==> src/hdl/tv1_pkg.sv <==
`default_nettype none

package tv1_pkg;

  typedef logic [8:0]  coord_t;     // Raster row or column
  typedef logic [3:0]  color_t;     // Palette index
  typedef logic [6:0]  bgm_addr_t;  // BGM word address
  typedef logic [9:0]  chr_addr_t;
  typedef logic [31:0] olb_word_t;  // Eight packed colour indices, pixel 0 in bits 3:0
  typedef logic [4:0]  tile_idx_t;
  typedef logic [23:0] rgb_t;       // {R, G, B}

  ////////////////////
  // Raster timing

  localparam coord_t NUM_ROWS = 9'd263;
  localparam coord_t NUM_COLS = 9'd260;

  // Render window, overscan included
  localparam coord_t FIRST_ROW_RENDER = 9'd19;
  localparam coord_t LAST_ROW_RENDER  = 9'd250;
  localparam coord_t FIRST_COL_RENDER = 9'd23;
  localparam coord_t LAST_COL_RENDER  = 9'd230;

  // Visible window, 192 x 222
  localparam coord_t FIRST_ROW_VISIBLE = 9'd24;
  localparam coord_t LAST_ROW_VISIBLE  = 9'd245;
  localparam coord_t FIRST_COL_VISIBLE = 9'd24;
  localparam coord_t LAST_COL_VISIBLE  = 9'd215;

  localparam coord_t FIRST_COL_HSYNC = 9'd240;
  localparam coord_t LAST_COL_HSYNC  = 9'd259;
  localparam coord_t FIRST_ROW_VSYNC = 9'd260;
  localparam coord_t LAST_ROW_VSYNC  = 9'd262;

  localparam int FILL_TILES = 32;           // Tiles fetched per line
  localparam color_t BORDER_COLOR = 4'd1;   // Black

  ////////////////////
  // CPU address map, A[12:9]

  localparam logic [3:0] BGM_PAGE = 4'b1000;  // $1000-$11FF
  localparam logic [3:0] REG_PAGE = 4'b1010;  // $1400-$15FF

  // Colour generator
  localparam rgb_t PALETTE [16] = '{
    24'h00009B, 24'h000000, 24'h0000FF, 24'hA100FF,
    24'h00FF00, 24'hA0FF9D, 24'h00FFFF, 24'h00A100,
    24'hFF0000, 24'hFFA100, 24'hFF00FF, 24'hFFA09F,
    24'hFFFF00, 24'hA3A000, 24'hA1A09D, 24'hFFFFFF
  };

endpackage

`default_nettype wire

==> src/hdl/cpu_bus.sv <==
`default_nettype none
`timescale 1ns/1ps

module cpu_bus (
  input  wire logic               CLK,
  input  wire logic               rst_n,
  input  wire logic [12:0]        A,
  input  wire logic [7:0]         DB_I,
  input  wire logic               RDB,
  input  wire logic               WRB,
  input  wire logic               CSB,
  input  wire tv1_pkg::olb_word_t bgm_rdata,
  output tv1_pkg::bgm_addr_t      bgm_addr,
  output logic [3:0]              bgm_byte_we,
  output logic [7:0]              bgm_wbyte,
  output logic [7:0]              DB_O,
  output logic                    DB_OE,
  output logic [7:0]              ctrl0,      // Bitmap mode, invert bits, sprite bits
  output logic [7:0]              bm_colors,  // {fg, bg}
  output logic [7:0]              bm_window,  // {ymax, xmax}
  output logic [7:0]              ch_colors   // {fg, bg}
);

  logic       rd, wr, sel_bgm, sel_reg;
  logic [7:0] reg_byte, bgm_byte, dbo_q;
  logic [1:0] byte_q;
  logic       bgm_pend;  // BGM read seen last cycle

  assign rd = ~(CSB | RDB);
  assign wr = ~(CSB | WRB);
  assign sel_bgm = (A[12:9] == tv1_pkg::BGM_PAGE);
  assign sel_reg = (A[12:9] == tv1_pkg::REG_PAGE);

  assign bgm_addr = A[8:2];
  assign bgm_wbyte = DB_I;
  assign bgm_byte_we = (sel_bgm & wr) ? (4'b0001 << A[1:0]) : 4'b0000;

  always_ff @(posedge CLK or negedge rst_n) begin
    if (!rst_n) begin
      ctrl0 <= '0;
      bm_colors <= '0;
      bm_window <= '0;
      ch_colors <= '0;
    end else if (sel_reg & wr) begin
      case (A[1:0])
        2'd0: ctrl0 <= DB_I;
        2'd1: bm_colors <= DB_I;
        2'd2: bm_window <= DB_I;
        2'd3: ch_colors <= DB_I;
      endcase
    end
  end

  always_comb begin
    case (A[1:0])
      2'd0: reg_byte = ctrl0;
      2'd1: reg_byte = bm_colors;
      2'd2: reg_byte = bm_window;
      default: reg_byte = ch_colors;
    endcase
  end

  ////////////////////
  // Read-back

  // BGM data is already a registered memory output, so it goes straight
  // to DB_O for one cycle and is then held in dbo_q
  assign bgm_byte = bgm_rdata[byte_q*8 +: 8];

  always_ff @(posedge CLK or negedge rst_n) begin
    if (!rst_n) bgm_pend <= 1'b0;
    else bgm_pend <= rd & sel_bgm;
  end

  always_ff @(posedge CLK) begin
    if (rd & sel_bgm) byte_q <= A[1:0];
    if (rd & sel_reg) dbo_q <= reg_byte;
    else if (bgm_pend) dbo_q <= bgm_byte;
  end

  assign DB_O = bgm_pend ? bgm_byte : dbo_q;
  assign DB_OE = rd;

  a_no_rdwr : assert property (@(posedge CLK) disable iff (!rst_n) !(rd && wr));

endmodule

`default_nettype wire

==> config.mk <==
export PLATFORM = sky130hd
export DESIGN_NAME = cpu_bus
export DESIGN_NICKNAME = d
export VERILOG_FILES = /design/src/hdl/tv1_pkg.sv /design/src/hdl/cpu_bus.sv
export SDC_FILE = /design/constraint.sdc
export NUM_CORES = 1
export LEC_CHECK = 0
export BUFFER_PORTS_ARGS = -buffer_cell sky130_fd_sc_hd__buf_2
export CAP_MARGIN = 20
export CELL_PAD_IN_SITES_DETAIL_PLACEMENT = 1
export CELL_PAD_IN_SITES_GLOBAL_PLACEMENT = 2
export CORE_UTILIZATION = 27
export CTS_CLUSTER_SIZE = 14
export DETAILED_ROUTE_END_ITERATION = 10
export PLACE_DENSITY_LB_ADDON = 0.15
export SLEW_MARGIN = 25
export SYNTH_ARGS = -nofsm -noshare
export SYNTH_HDL_FRONTEND = slang
export SYNTH_SLANG_ARGS = --single-unit
==> constraint.sdc <==
create_clock -name CLK -period 1.45 [get_ports CLK]
set_input_delay 0.145 -clock CLK [delete_from_list [all_inputs] [get_ports CLK]]
set_output_delay 0.145 -clock CLK [all_outputs]
set_load 0.02 [all_outputs]
* Yosys cells after proc, flatten, opt, wreduce, memory -nomap -nowiden
Index checks and enable logic that the tools add are counted.
** Cells by class
- Eq/ne operators :: 5
- Shifts and indexed selects :: 2
- Muxes and demuxes :: 4
- Bitwise logic cells :: 8
- Reduce and logical (&&, ||, !) cells :: 5
** Operators by type and width (number)
- 32-bit by 6-bit variable part select with 8-bit output :: 1
- 8-bit case mux with 3 select lines :: 1
- 8-bit 2-to-1 mux :: 2
- 4-bit equality test, second input constant :: 2
- 2-bit AND reduction :: 4
- 1-bit bitwise AND :: 4
- 2-bit equality test, second input constant :: 2
- 4-bit 2-to-1 mux :: 1
- 1-bit by 2-bit << shifter with 4-bit output, first input constant :: 1
- 2-bit by 1-bit equality test with 1-bit output, second input constant :: 1
- 2-bit logical NOT :: 1
- 1-bit NOT :: 2
- 1-bit bitwise OR :: 2
** Storage, ports and cells
- Register bits after elaboration :: 43
- Bits of input ports :: 58
- Output and inout port bits :: 60
- Logic and storage cells :: 31

* Logic depth before layout (Yosys ltp)
Gate-level depths: netlist of run 1.
- Word-level depth :: 4
- Mapped depth :: 5
- Gate-level depth less buffers :: 3

* Worst setup path after synthesis of run 1
OpenSTA, ideal clock, no wires.
- Kind :: reg-to-output
- Start :: register bgm_pend
- End :: output DB_O[0]
- Arrival :: 1.264 ns
- Required time :: 1.305 ns
- Slack :: 0.041 ns
- Stages on the path, launching flop included :: 6
- Buffers on the path :: 2
- Cell sequence :: dfrtp_1 clkbuf_1 nand2b_1 clkbuf_1 o22ai_1 nor2_1
** On the way
- Cells in the longest elaborated chain, start to end :: 1
** Ends and longest elaborated chain
- from (decl) :: RTL line cpu_bus.sv:27 : logic bgm_pend;
- from (signal assigned) :: RTL line cpu_bus.sv:72 : else bgm_pend <= rd & sel_bgm;
- 8-bit 2-to-1 mux
- to (decl) :: RTL line cpu_bus.sv:16 : output logic [7:0] DB_O,
Every way passes these cells.

* Final worst setup path of run 1
- Start :: register byte_q[0]
- End :: output DB_O[3]
** On the way
- Cells in the longest elaborated chain, start to end :: 2
** Ends and longest elaborated chain
- from (decl) :: RTL line cpu_bus.sv:26 : logic [1:0] byte_q;
- from (signal assigned) :: RTL line cpu_bus.sv:76 : if (rd & sel_bgm) byte_q <= A[1:0];
- 32-bit by 6-bit variable part select with 8-bit output :: RTL line cpu_bus.sv:68 : assign bgm_byte = bgm_rdata[byte_q*8 +: 8];
- 8-bit 2-to-1 mux
Every way passes these cells.

==> flow_metrics.tcl, run 1 <==
set metrics [dict create \
    total_wire_length_mm 6.58 \
    final.period_utilization 1.19 \
    cts.root.buffer_cell "sky130_fd_sc_hd__clkbuf_8" \
    placed_insts 391 \
    grt_start_max_net_pins 34 \
    result_of_the_run "finished with violations" \
    nets 353 \
    syn_avg_cell_area_sq_um 12.4 \
    critical_path.n_buffers_inverters 2 \
    number_of_iterations_in_the_first_detailed_routing_pass 4 \
    hold_path_depth 2 \
    timing.final.hold_violations 0 \
    timing.final.setup_violations 8 \
    global_route_wire_length_before_repair_mm 10.5 \
    htreeDepth 2 \
    tritoncts.num_buffers 5 \
    final.setup.tns_ps -2080 \
    synth.ff_latch_count 43 \
    r2r-end "dbo_q[6]$_DFF_P_" \
    cp-end-kind "output port" \
    numClockSinks 43 \
    finalWeightedCongestion 0.704 \
    num_rows 33 \
    worst-r2r-cell-count 5 \
    cpPeakStageDelay_ps 430 \
    vias 1869 \
    clock_latency_ps 300 \
    post-route-min-period_ps 1730 \
    fmax_mhz 578 \
    num_io_pins 118 \
    ys_seq_area_frac 0.453 \
    critPathLaunchType "register" \
    die_height_um 94.5 \
    timing.critical_path.fanout_max 12 \
    route.detailed.vias_per_inst 4.67 \
    type_of_the_worst_setup_path "register to output port" \
    placement.io_buffers 103 \
    syn_nets 244 \
    power-per-cell-area_nw_per_um2 984 \
    start_util 0.280 \
    crit_arrival_ps 1580 \
    die_area_sq_um 8930 \
    layout_commonest_cell "sky130_fd_sc_hd__buf_2" \
    core_area_sq_um 8260 \
    max_cap_viol_count 0 \
    area.growth.synth_to_final_pct 41.1 \
    route.antenna.remaining_nets 0 \
    cts_tree "yes" \
    post-route-util 0.395 \
    die_w_um 94.5 \
    number_of_warnings_printed_during_yosys_synthesis 0 \
    drive_gt1_frac 0.722 \
    first_iter_violations 68 \
    clock_path_buffers 2 \
    netlist_instances 186 \
    cp_top_family "flip-flops" \
    violations "negative setup slack" \
    synth.lib_cells_used.distinct 25 \
    clock_transition_at_the_registers_of_the_reported_paths_ps 90 \
    grtUsageTotal 0.156 \
    hold_removal_path_class "input port to register" \
    total_leakage_power_nw 1.63 \
    via_count_of_the_first_global_routing_pass 1930 \
    worst_clock_skew_ps 10.1 \
    antenna_found_initial 0 \
    launch_point_of_the_worst_reg_to_reg_path "byte_q[0]$_DFFE_PP_" \
    hold_path.startpoint "DB_I[3]" \
    timing.critical_path.required_ps 1310 \
    final_max_slew_viols 0 \
    setup_ws_ps -279 \
    overflow 0 \
    overall_power_consumption_mw 3.21 \
    dpl_cell_area_sq_um 2990 \
    whs_endpoint "ch_colors[3]$_DFFE_PN0P_" \
    dpl.hpwl_mm 4.96 \
    ff2ff_setup_slack_ps 50 \
    grt_setup_unrepaired "true" \
    antenna_cells_inserted 0 \
    post-route-drc-count 0 \
    slew-limit-headroom 0.710 \
    max-vdd-ir-drop_uv 381 \
    syn_area_sq_um 2310 \
    mostFrequentLayoutCells "sky130_fd_sc_hd__buf_2, sky130_fd_sc_hd__mux2_2, sky130_fd_sc_hd__dfrtp_1" \
    final_cells 400 \
    cell_with_the_largest_stage_delay_on_the_worst_path "sky130_fd_sc_hd__edfxtp_1" \
    routedWlPerCell_um 16.5 \
    timing_worst_slew_pin_value_ps 435 \
    finish.instance_area_sq_um 3260 \
    cells_traversed_along_the_worst_timing_path "buf_12 > mux2_2 > o22ai_2 > nor2_1 > buf_2" \
]
==> registers in the layout, summed over array words and instances, names as in the netlist <==
name / count
bm_colors: 8
byte_q: 2
dbo_q: 8
ctrl0: 8
bgm_pend: 1
ch_colors: 8
bm_window: 8
==> kinds of logic after synthesis <==
kind of cell	Yosys count	share of synthesized area
AOI/OAI and AO/OA	24	0.0737
buffers and inverters	27	0.0758
DFF	43	0.453
muxes	48	0.273
and+or+nand+nor	44	0.125
==> worst max path at each step <==
stage	from	end	slack (ps)	depth (start not counted)
6_report	byte_q[0]$_DFFE_PP_	DB_O[3]	-280	5
5_1_grt	byte_q[0]$_DFFE_PP_	DB_O[6]	-380	5
2_1_floorplan	bgm_pend$_DFF_PN0_	DB_O[0]	40	5
4_1_cts	byte_q[0]$_DFFE_PP_	DB_O[4]	-280	5
3_5_place_dp	A[9]	ctrl0[7]$_DFFE_PN0P_	-10	5
3_3_place_gp	A[0]	ch_colors[2]$_DFFE_PN0P_	-40	4
==> final cells by class <==
cell class                      count  area, sq um
Clock buffer                        6         72.6
Clock inverter                      1         30.0
Fill cell                         919         5000
Multi-Input combinational cell    116         1210
Sequential cell                    43         1050
Tap cell                          105          131
Timing Repair Buffer              129          771
==> worst register-to-register path, stage by stage (launching register included) <==
cell                       delay [ps]
sky130_fd_sc_hd__edfxtp_1         460
sky130_fd_sc_hd__buf_12           180
sky130_fd_sc_hd__mux2_2           230
sky130_fd_sc_hd__o22ai_2           80
sky130_fd_sc_hd__buf_4            140
sky130_fd_sc_hd__o31ai_1          220
==> metal layers <==
layer / up-vias / share of wire / GRT usage
met2: 81 / 0.46 / 0.255
met1: 885 / 0.45 / 0.204
met5: - / 0 / 0
li1: 893 / - / -
met3: 10 / 0.080 / 0.0403
met4: 0 / 0.0096 / 0.0404
==> synthesized netlist by cell type <==
cell / instances / area (sq um)
sky130_fd_sc_hd__clkbuf_1: 4 / 15.0
sky130_fd_sc_hd__nand3_1: 8 / 40.0
sky130_fd_sc_hd__dfrtp_1: 33 / 826
sky130_fd_sc_hd__mux4_2: 8 / 180
sky130_fd_sc_hd__a211oi_1: 8 / 60.1
sky130_fd_sc_hd__nor3_1: 2 / 10.0
sky130_fd_sc_hd__nor2b_1: 8 / 50.1
sky130_fd_sc_hd__o31ai_1: 8 / 60.1
sky130_fd_sc_hd__nand3_2: 1 / 10.0
sky130_fd_sc_hd__nand2b_1: 1 / 6.26
sky130_fd_sc_hd__and2_1: 2 / 12.5
sky130_fd_sc_hd__dfxtp_1: 8 / 160
sky130_fd_sc_hd__edfxtp_1: 2 / 60.1
sky130_fd_sc_hd__nand2_1: 3 / 11.3
sky130_fd_sc_hd__nor2_1: 11 / 41.3
sky130_fd_sc_hd__nand4b_2: 1 / 15.0
sky130_fd_sc_hd__mux2_2: 40 / 450
sky130_fd_sc_hd__o22ai_1: 8 / 50.1
sky130_fd_sc_hd__nor3b_1: 2 / 15.0
sky130_fd_sc_hd__and4_1: 1 / 8.76
sky130_fd_sc_hd__buf_4: 18 / 135
sky130_fd_sc_hd__nor3b_2: 2 / 25.0
sky130_fd_sc_hd__buf_2: 5 / 25.0
sky130_fd_sc_hd__nand4b_4: 1 / 23.8
sky130_fd_sc_hd__nor3b_4: 1 / 18.8
==> what timing repair did <==
action | CTS | global route
buffers inserted | 0 | 0
resized for setup | 18 | 10
cloned | 1 | 0
endpoints found under the hold margin | 33 | 0
setup endpoints to repair | 8 | 15
pin swaps | 0 | 1
hold buffers | 1 | 0
==> metrics by stage <==
step	setup WS, ps	hold slack, ps
6_report	-279	130
5_1_grt	-379	137
4_1_cts	-283	125
3_5_place_dp	-10.9	208
3_3_place_gp	-35.6	207
2_1_floorplan	41.4	-151
==> power by group <==
group	internal (mW)	switching, mW
registers	1.34	0.0848
clock network	0.505	0.408
logic	0.420	0.449
total	2.26	0.942
Power figures use the tool's default switching activity.
==> run 2, diff against run 1 <==
==> constraint.sdc (replaced) <==
create_clock -name CLK -period 1.8 [get_ports CLK]
set_input_delay 0.18 -clock CLK [delete_from_list [all_inputs] [get_ports CLK]]
set_output_delay 0.18 -clock CLK [all_outputs]
set_load 0.02 [all_outputs]
==> run 2 against run 1 <==
Compared with the run above: the run now ends clean; sequential power fell by 20%; global-route usage shrank 0.84 points; wire length up 0.97%; clock power shrank 30%; core utilization is 1.2 points lower; worst hold slack improved by 49 ps; non-clock buffer count fell by 9; combinational power fell by 20%; first-iteration DRC count fell by 71%; design area is 3.1% lower; critical path depth up 1; critical endpoint unchanged; largest power group unchanged; highest routed layer unchanged.
==> flow_metrics.tcl, run 2 (same netlist as run 1, synthesis figures left out) <==
set metrics [dict create \
    number_of_iterations_in_the_first_detailed_routing_pass 4 \
    timing.critical_path.required_ps 1620 \
    timing.final.setup_violations 0 \
    overflow 0 \
    worst-r2r-cell-count 6 \
    power-per-cell-area_nw_per_um2 786 \
    route.layer.met1.wl_mm 3.06 \
    grtUsageTotal 0.147 \
    antenna_cells_inserted 0 \
    start_util 0.280 \
    grt_start_max_net_pins 34 \
    layout_commonest_cell "sky130_fd_sc_hd__buf_2" \
    total_leakage_power_nw 1.57 \
    slew-limit-headroom 0.481 \
    drive_gt1_frac 0.690 \
    timing_worst_slew_pin_value_ps 779 \
    r2r-end "dbo_q[3]$_DFF_P_" \
    met3_length_um 525 \
    fmax_mhz 562 \
    cts_tree "yes" \
    final_cells 392 \
    nets 344 \
    routedWlPerCell_um 17.0 \
    crit_arrival_ps 1600 \
    timing.final.hold_violations 0 \
    highest_signal_layer "met4" \
    worst_clock_skew_ps 7.77 \
    global_route_wire_length_before_repair_mm 9.88 \
    via_count_of_the_first_global_routing_pass 1803 \
    die_w_um 94.5 \
    timing.critical_path.fanout_max 6 \
    cp-endpoint "DB_O[3]" \
    overall_power_consumption_mw 2.48 \
    clock_latency_ps 290 \
    core_area_sq_um 8260 \
    placed_insts 374 \
    grt_setup_unrepaired "true" \
    type_of_the_worst_setup_path "register to output port" \
    fin_worst_hold_slack_ps 178 \
    htreeDepth 2 \
    num_rows 33 \
    clock_transition_at_the_registers_of_the_reported_paths_ps 90 \
    numClockSinks 43 \
    hold_removal_path_class "input port to register" \
    final_max_slew_viols 0 \
    placement.io_buffers 103 \
    result_of_the_run "finished clean" \
    post-route-min-period_ps 1780 \
    critPathLaunchType "register" \
    cells_traversed_along_the_worst_timing_path "buf_6 > clkbuf_16 > mux2_2 > o22ai_2 > nor2_1 > buf_2" \
    cp-end-kind "output port" \
    area.growth.synth_to_final_pct 36.7 \
    die_height_um 94.5 \
    cell_with_the_largest_stage_delay_on_the_worst_path "sky130_fd_sc_hd__edfxtp_1" \
    timing.critical_path.from "byte_q[0]$_DFFE_PP_" \
    launch_point_of_the_worst_reg_to_reg_path "byte_q[0]$_DFFE_PP_" \
    max-vdd-ir-drop_uv 326 \
    route.antenna.remaining_nets 0 \
    nFillCells 947 \
    num_io_pins 118 \
    mostFrequentLayoutCells "sky130_fd_sc_hd__buf_2, sky130_fd_sc_hd__mux2_2, sky130_fd_sc_hd__dfrtp_1" \
    clock_path_buffers 2 \
    cpPeakStageDelay_ps 350 \
    finalWeightedCongestion 0.718 \
    ff2ff_setup_slack_ps 420 \
    met2WireLength_mm 2.99 \
    cts.root.buffer_cell "sky130_fd_sc_hd__clkbuf_8" \
    antenna_found_initial 0 \
    vias 1875 \
    first_iter_violations 20 \
    tritoncts.num_buffers 5 \
    post-route-drc-count 0 \
    total_wire_length_mm 6.65 \
    die_area_sq_um 8930 \
    max_cap_viol_count 0 \
    final.period_utilization 0.988 \
    route.detailed.vias_per_inst 4.78 \
    dpl.hpwl_mm 4.83 \
]
## run 2: cell type report
cell class | instances | area [sq um] | area share
Timing Repair Buffer | 120 | 704 | 0.223
Sequential cell | 43 | 1050 | 0.331
Multi-Input combinational cell | 116 | 1180 | 0.375
Clock inverter | 1 | 5.00 | 0.00159
Clock buffer | 7 | 86.3 | 0.0273
Tap cell | 105 | 131 | 0.0416
## run 2: per-layer routing
metal | vias up | global-route usage
met5 | - | 0
met4 | 0 | 0.0404
met3 | 10 | 0.0435
met2 | 79 | 0.230
met1 | 912 | 0.198
li1 | 874 | -
## run 2: how the worst min path moves through the flow
stage	startpoint	slack, ps	depth (start not counted)	endpoint
after floorplan	rst_n	-120	0	bgm_pend$_DFF_PN0_
after global placement	rst_n	300	1	bm_window[1]$_DFFE_PN0P_
after detailed placement	rst_n	310	1	bm_window[2]$_DFFE_PN0P_
after CTS	DB_I[3]	170	2	ch_colors[3]$_DFFE_PN0P_
after global routing	DB_I[3]	170	2	ch_colors[3]$_DFFE_PN0P_
final	DB_I[7]	180	2	ctrl0[7]$_DFFE_PN0P_
## run 2: through the flow
stage | cell area (sq um) | TNS (ps) | worst slack, ps | utilization
after floorplan | 2310 | 0 | 356 | -
after global placement | 2850 | 0 | 184 | 0.345
after detailed placement | 2850 | 0 | 149 | 0.345
after CTS | 2960 | -29.0 | -13.1 | 0.358
after global routing | 3160 | -268 | -44.6 | 0.382
final | 3160 | 0 | 21.2 | 0.382
## run 2: power breakdown
group          switching, mW  internal [mW]  total [mW]  leakage (nW)
registers             0.0661           1.08        1.14         0.535
clock network          0.329          0.310       0.639        0.0482
logic                  0.363          0.336       0.699         0.991
## run 2: worst max-delay path: cells and delay by family (launching register included)
family / cells / cell delay [ps]
AOI/OAI and AO/OA: 1 / 120
buffers and inverters: 3 / 430
DFF: 1 / 350
muxes: 1 / 340
and+or+nand+nor: 1 / 60
## run 2: repair_timing
action,in CTS,in global routing
resized for setup,2,20
gates cloned,0,2
pin swaps,0,1
hold buffers,1,0
endpoints found under the hold margin,33,0
buffers inserted,0,7
setup endpoints to repair,5,8
==> run 3, diff against run 2 <==
--- a/config.mk
+++ b/config.mk
@@ -5,11 +5,13 @@
 export SDC_FILE = /design/constraint.sdc
 export NUM_CORES = 1
 export LEC_CHECK = 0
+export ABC_AREA = 1
 export BUFFER_PORTS_ARGS = -buffer_cell sky130_fd_sc_hd__buf_2
 export CAP_MARGIN = 20
 export CELL_PAD_IN_SITES_DETAIL_PLACEMENT = 1
 export CELL_PAD_IN_SITES_GLOBAL_PLACEMENT = 2
-export CORE_UTILIZATION = 27
+export CORE_MARGIN = 5
+export CORE_UTILIZATION = 25
 export CTS_CLUSTER_SIZE = 14
 export DETAILED_ROUTE_END_ITERATION = 10
 export PLACE_DENSITY_LB_ADDON = 0.15
==> run 3 against run 2 <==
Compared with the run above: global-route usage decreased by 0.72 points; critical path depth unchanged; combinational power about the same.
==> flow_metrics.tcl, run 3 <==
set metrics [dict create \
    result_of_the_run "finished clean" \
    fmax_mhz 607 \
    antenna_found_initial 0 \
    slew-limit-headroom 0.447 \
    via_count_of_the_first_global_routing_pass 2808 \
    timing.final.setup_violations 0 \
    number_of_iterations_in_the_first_detailed_routing_pass 4 \
    final_cells 595 \
    max-vdd-ir-drop_uv 294 \
    timing.critical_path.fanout_max 16 \
    dpl_cell_area_sq_um 3230 \
    synth_top_cell_area_share 0.299 \
    synth_most_common_cell "sky130_fd_sc_hd__nand2_1" \
    route.detailed.vias_per_inst 4.46 \
    clock_path_buffers 2 \
    overall_power_consumption_mw 2.51 \
    synth.ff_latch_count 43 \
    ff2ff_setup_slack_ps 700 \
    r2r-end "dbo_q[3]$_DFF_P_" \
    number_of_warnings_printed_during_yosys_synthesis 0 \
    cts.root.buffer_cell "sky130_fd_sc_hd__clkbuf_8" \
    hold_removal_path_class "input port to register" \
    path_common_cell "sky130_fd_sc_hd__nand3_1" \
    antenna_cells_inserted 0 \
    route.antenna.remaining_nets 0 \
    timing_worst_slew_pin_value_ps 829 \
    cells_traversed_along_the_worst_timing_path "buf_6 > nand2_1 > nand3_1 > nand3_1 > and2_1 > buf_2" \
    cts.repair_timing.setup_buffer_count 0 \
    final_max_slew_viols 0 \
    syn_avg_cell_area_sq_um 7.46 \
    total_wire_length_mm 9.06 \
    numClockSinks 43 \
    finish.instance_area_sq_um 3350 \
    hold_path_depth 2 \
    hold_path.startpoint "RDB" \
    tritoncts.num_buffers 5 \
    layout_commonest_cell "sky130_fd_sc_hd__nand2_1" \
    routedWlPerCell_um 15.2 \
    grtUsageTotal 0.140 \
    drive_gt1_frac 0.310 \
    worst-r2r-cell-count 6 \
    core_area_sq_um 10800 \
    start_util 0.255 \
    cp-end-kind "output port" \
    critical_path.n_buffers_inverters 2 \
    cell_with_the_largest_stage_delay_on_the_worst_path "sky130_fd_sc_hd__edfxtp_1" \
    power-per-cell-area_nw_per_um2 750 \
    max_cap_viol_count 0 \
    grt_setup_unrepaired "false" \
    setup_ws_ps 154 \
    critPathLaunchType "register" \
    post-route-drc-count 0 \
    type_of_the_worst_setup_path "register to output port" \
    timing.critical_path.required_ps 1620 \
    dpl.hpwl_mm 6.87 \
    number_of_synthesized_flops_with_an_enable_pin 2 \
    synth.lib_cells_used.distinct 24 \
    launch_point_of_the_worst_reg_to_reg_path "byte_q[0]$_DFFE_PP_" \
    final.period_utilization 0.915 \
    fin_worst_hold_slack_ps 95.0 \
    cp_top_family "flip-flops" \
    post-route-min-period_ps 1650 \
    clock_transition_at_the_registers_of_the_reported_paths_ps 80 \
    global_route_wire_length_before_repair_mm 14.8 \
    ys_seq_area_frac 0.379 \
    num_rows 38 \
    overflow 0 \
    die_area_sq_um 13200 \
    flip_flop_cell_with_the_highest_count_after_synthesis "sky130_fd_sc_hd__dfrtp_1" \
    synth_area_leaders "sky130_fd_sc_hd__dfrtp_1, sky130_fd_sc_hd__nand2_1, sky130_fd_sc_hd__nand4_1" \
    worst_clock_skew_ps 7.40 \
    synth_common_cells "sky130_fd_sc_hd__nand2_1, sky130_fd_sc_hd__nand4_1, sky130_fd_sc_hd__inv_1, sky130_fd_sc_hd__dfrtp_1, sky130_fd_sc_hd__nand3_1" \
    grt_start_max_net_pins 34 \
    placement.io_buffers 103 \
    area.growth.synth_to_final_pct 21.3 \
    synth.largest_area_cell "sky130_fd_sc_hd__dfrtp_1" \
    dp_worst_setup_slack_ps 385 \
    htreeDepth 2 \
    cts_tree "yes" \
    nets 512 \
    whs_endpoint "bgm_pend$_DFF_PN0_" \
    critical_path_cell_count 6 \
    mostFrequentLayoutCells "sky130_fd_sc_hd__nand2_1, sky130_fd_sc_hd__buf_2, sky130_fd_sc_hd__nand4_1" \
    die_w_um 115 \
    syn_area_sq_um 2760 \
    clock_latency_ps 290 \
    post-route-util 0.309 \
    netlist_instances 370 \
    final.setup.tns_ps 0 \
    die_height_um 115 \
    crit_arrival_ps 1470 \
    first_iter_violations 90 \
    finalWeightedCongestion 0.707 \
    vias 2654 \
    placed_insts 586 \
    total_leakage_power_nw 1.93 \
    cpPeakStageDelay_ps 440 \
    num_io_pins 118 \
    synth-async-reset-ratio 0.767 \
    timing.final.hold_violations 0 \
    syn_nets 428 \
]
==> run 3: logic make-up after synthesis <==
family,after synthesis,synth area share
buf+inv,73,0.150
flops,43,0.379
simple gates,254,0.472
==> run 3: what timing repair did <==
action,CTS,global route
gates resized for setup,0,3
endpoints found under the hold margin,4,0
hold buffers,1,0
setup endpoints to repair,0,8
==> run 3: worst max-delay path by stage <==
stage	from	end
2_1_floorplan	byte_q[0]$_DFFE_PP_	DB_O[4]
3_3_place_gp	CSB	bgm_byte_we[1]
3_5_place_dp	CSB	bgm_byte_we[1]
4_1_cts	bgm_pend$_DFF_PN0_	DB_O[4]
5_1_grt	byte_q[0]$_DFFE_PP_	DB_O[4]
6_report	byte_q[0]$_DFFE_PP_	DB_O[4]
==> run 3: area by class of cell <==
cell class | instances | area [sq um]
clock buffer | 8 | 100
fill | 1396 | 7490
inverter | 41 | 156
multi-input combinational | 254 | 1300
sequential | 43 | 1050
tap | 140 | 175
timing repair buffer | 109 | 567
==> run 3: per-layer routing <==
| metal | routed length [um] | vias up | track usage |
|---|---|---|---|
| li1 | - | 1336 | - |
| met1 | 4010 | 1234 | 0.180 |
| met2 | 4340 | 74 | 0.242 |
| met3 | 620 | 10 | 0.0295 |
| met4 | 88 | 0 | 0.0313 |
| met5 | 0 | - | 0 |
==> run 3: where the power goes <==
| part | switching (mW) | internal, mW | total, mW |
|---|---|---|---|
| logic | 0.441 | 0.255 | 0.696 |
| registers | 0.0594 | 1.08 | 1.14 |
| clock network | 0.330 | 0.351 | 0.681 |
| total | 0.830 | 1.68 | 2.51 |
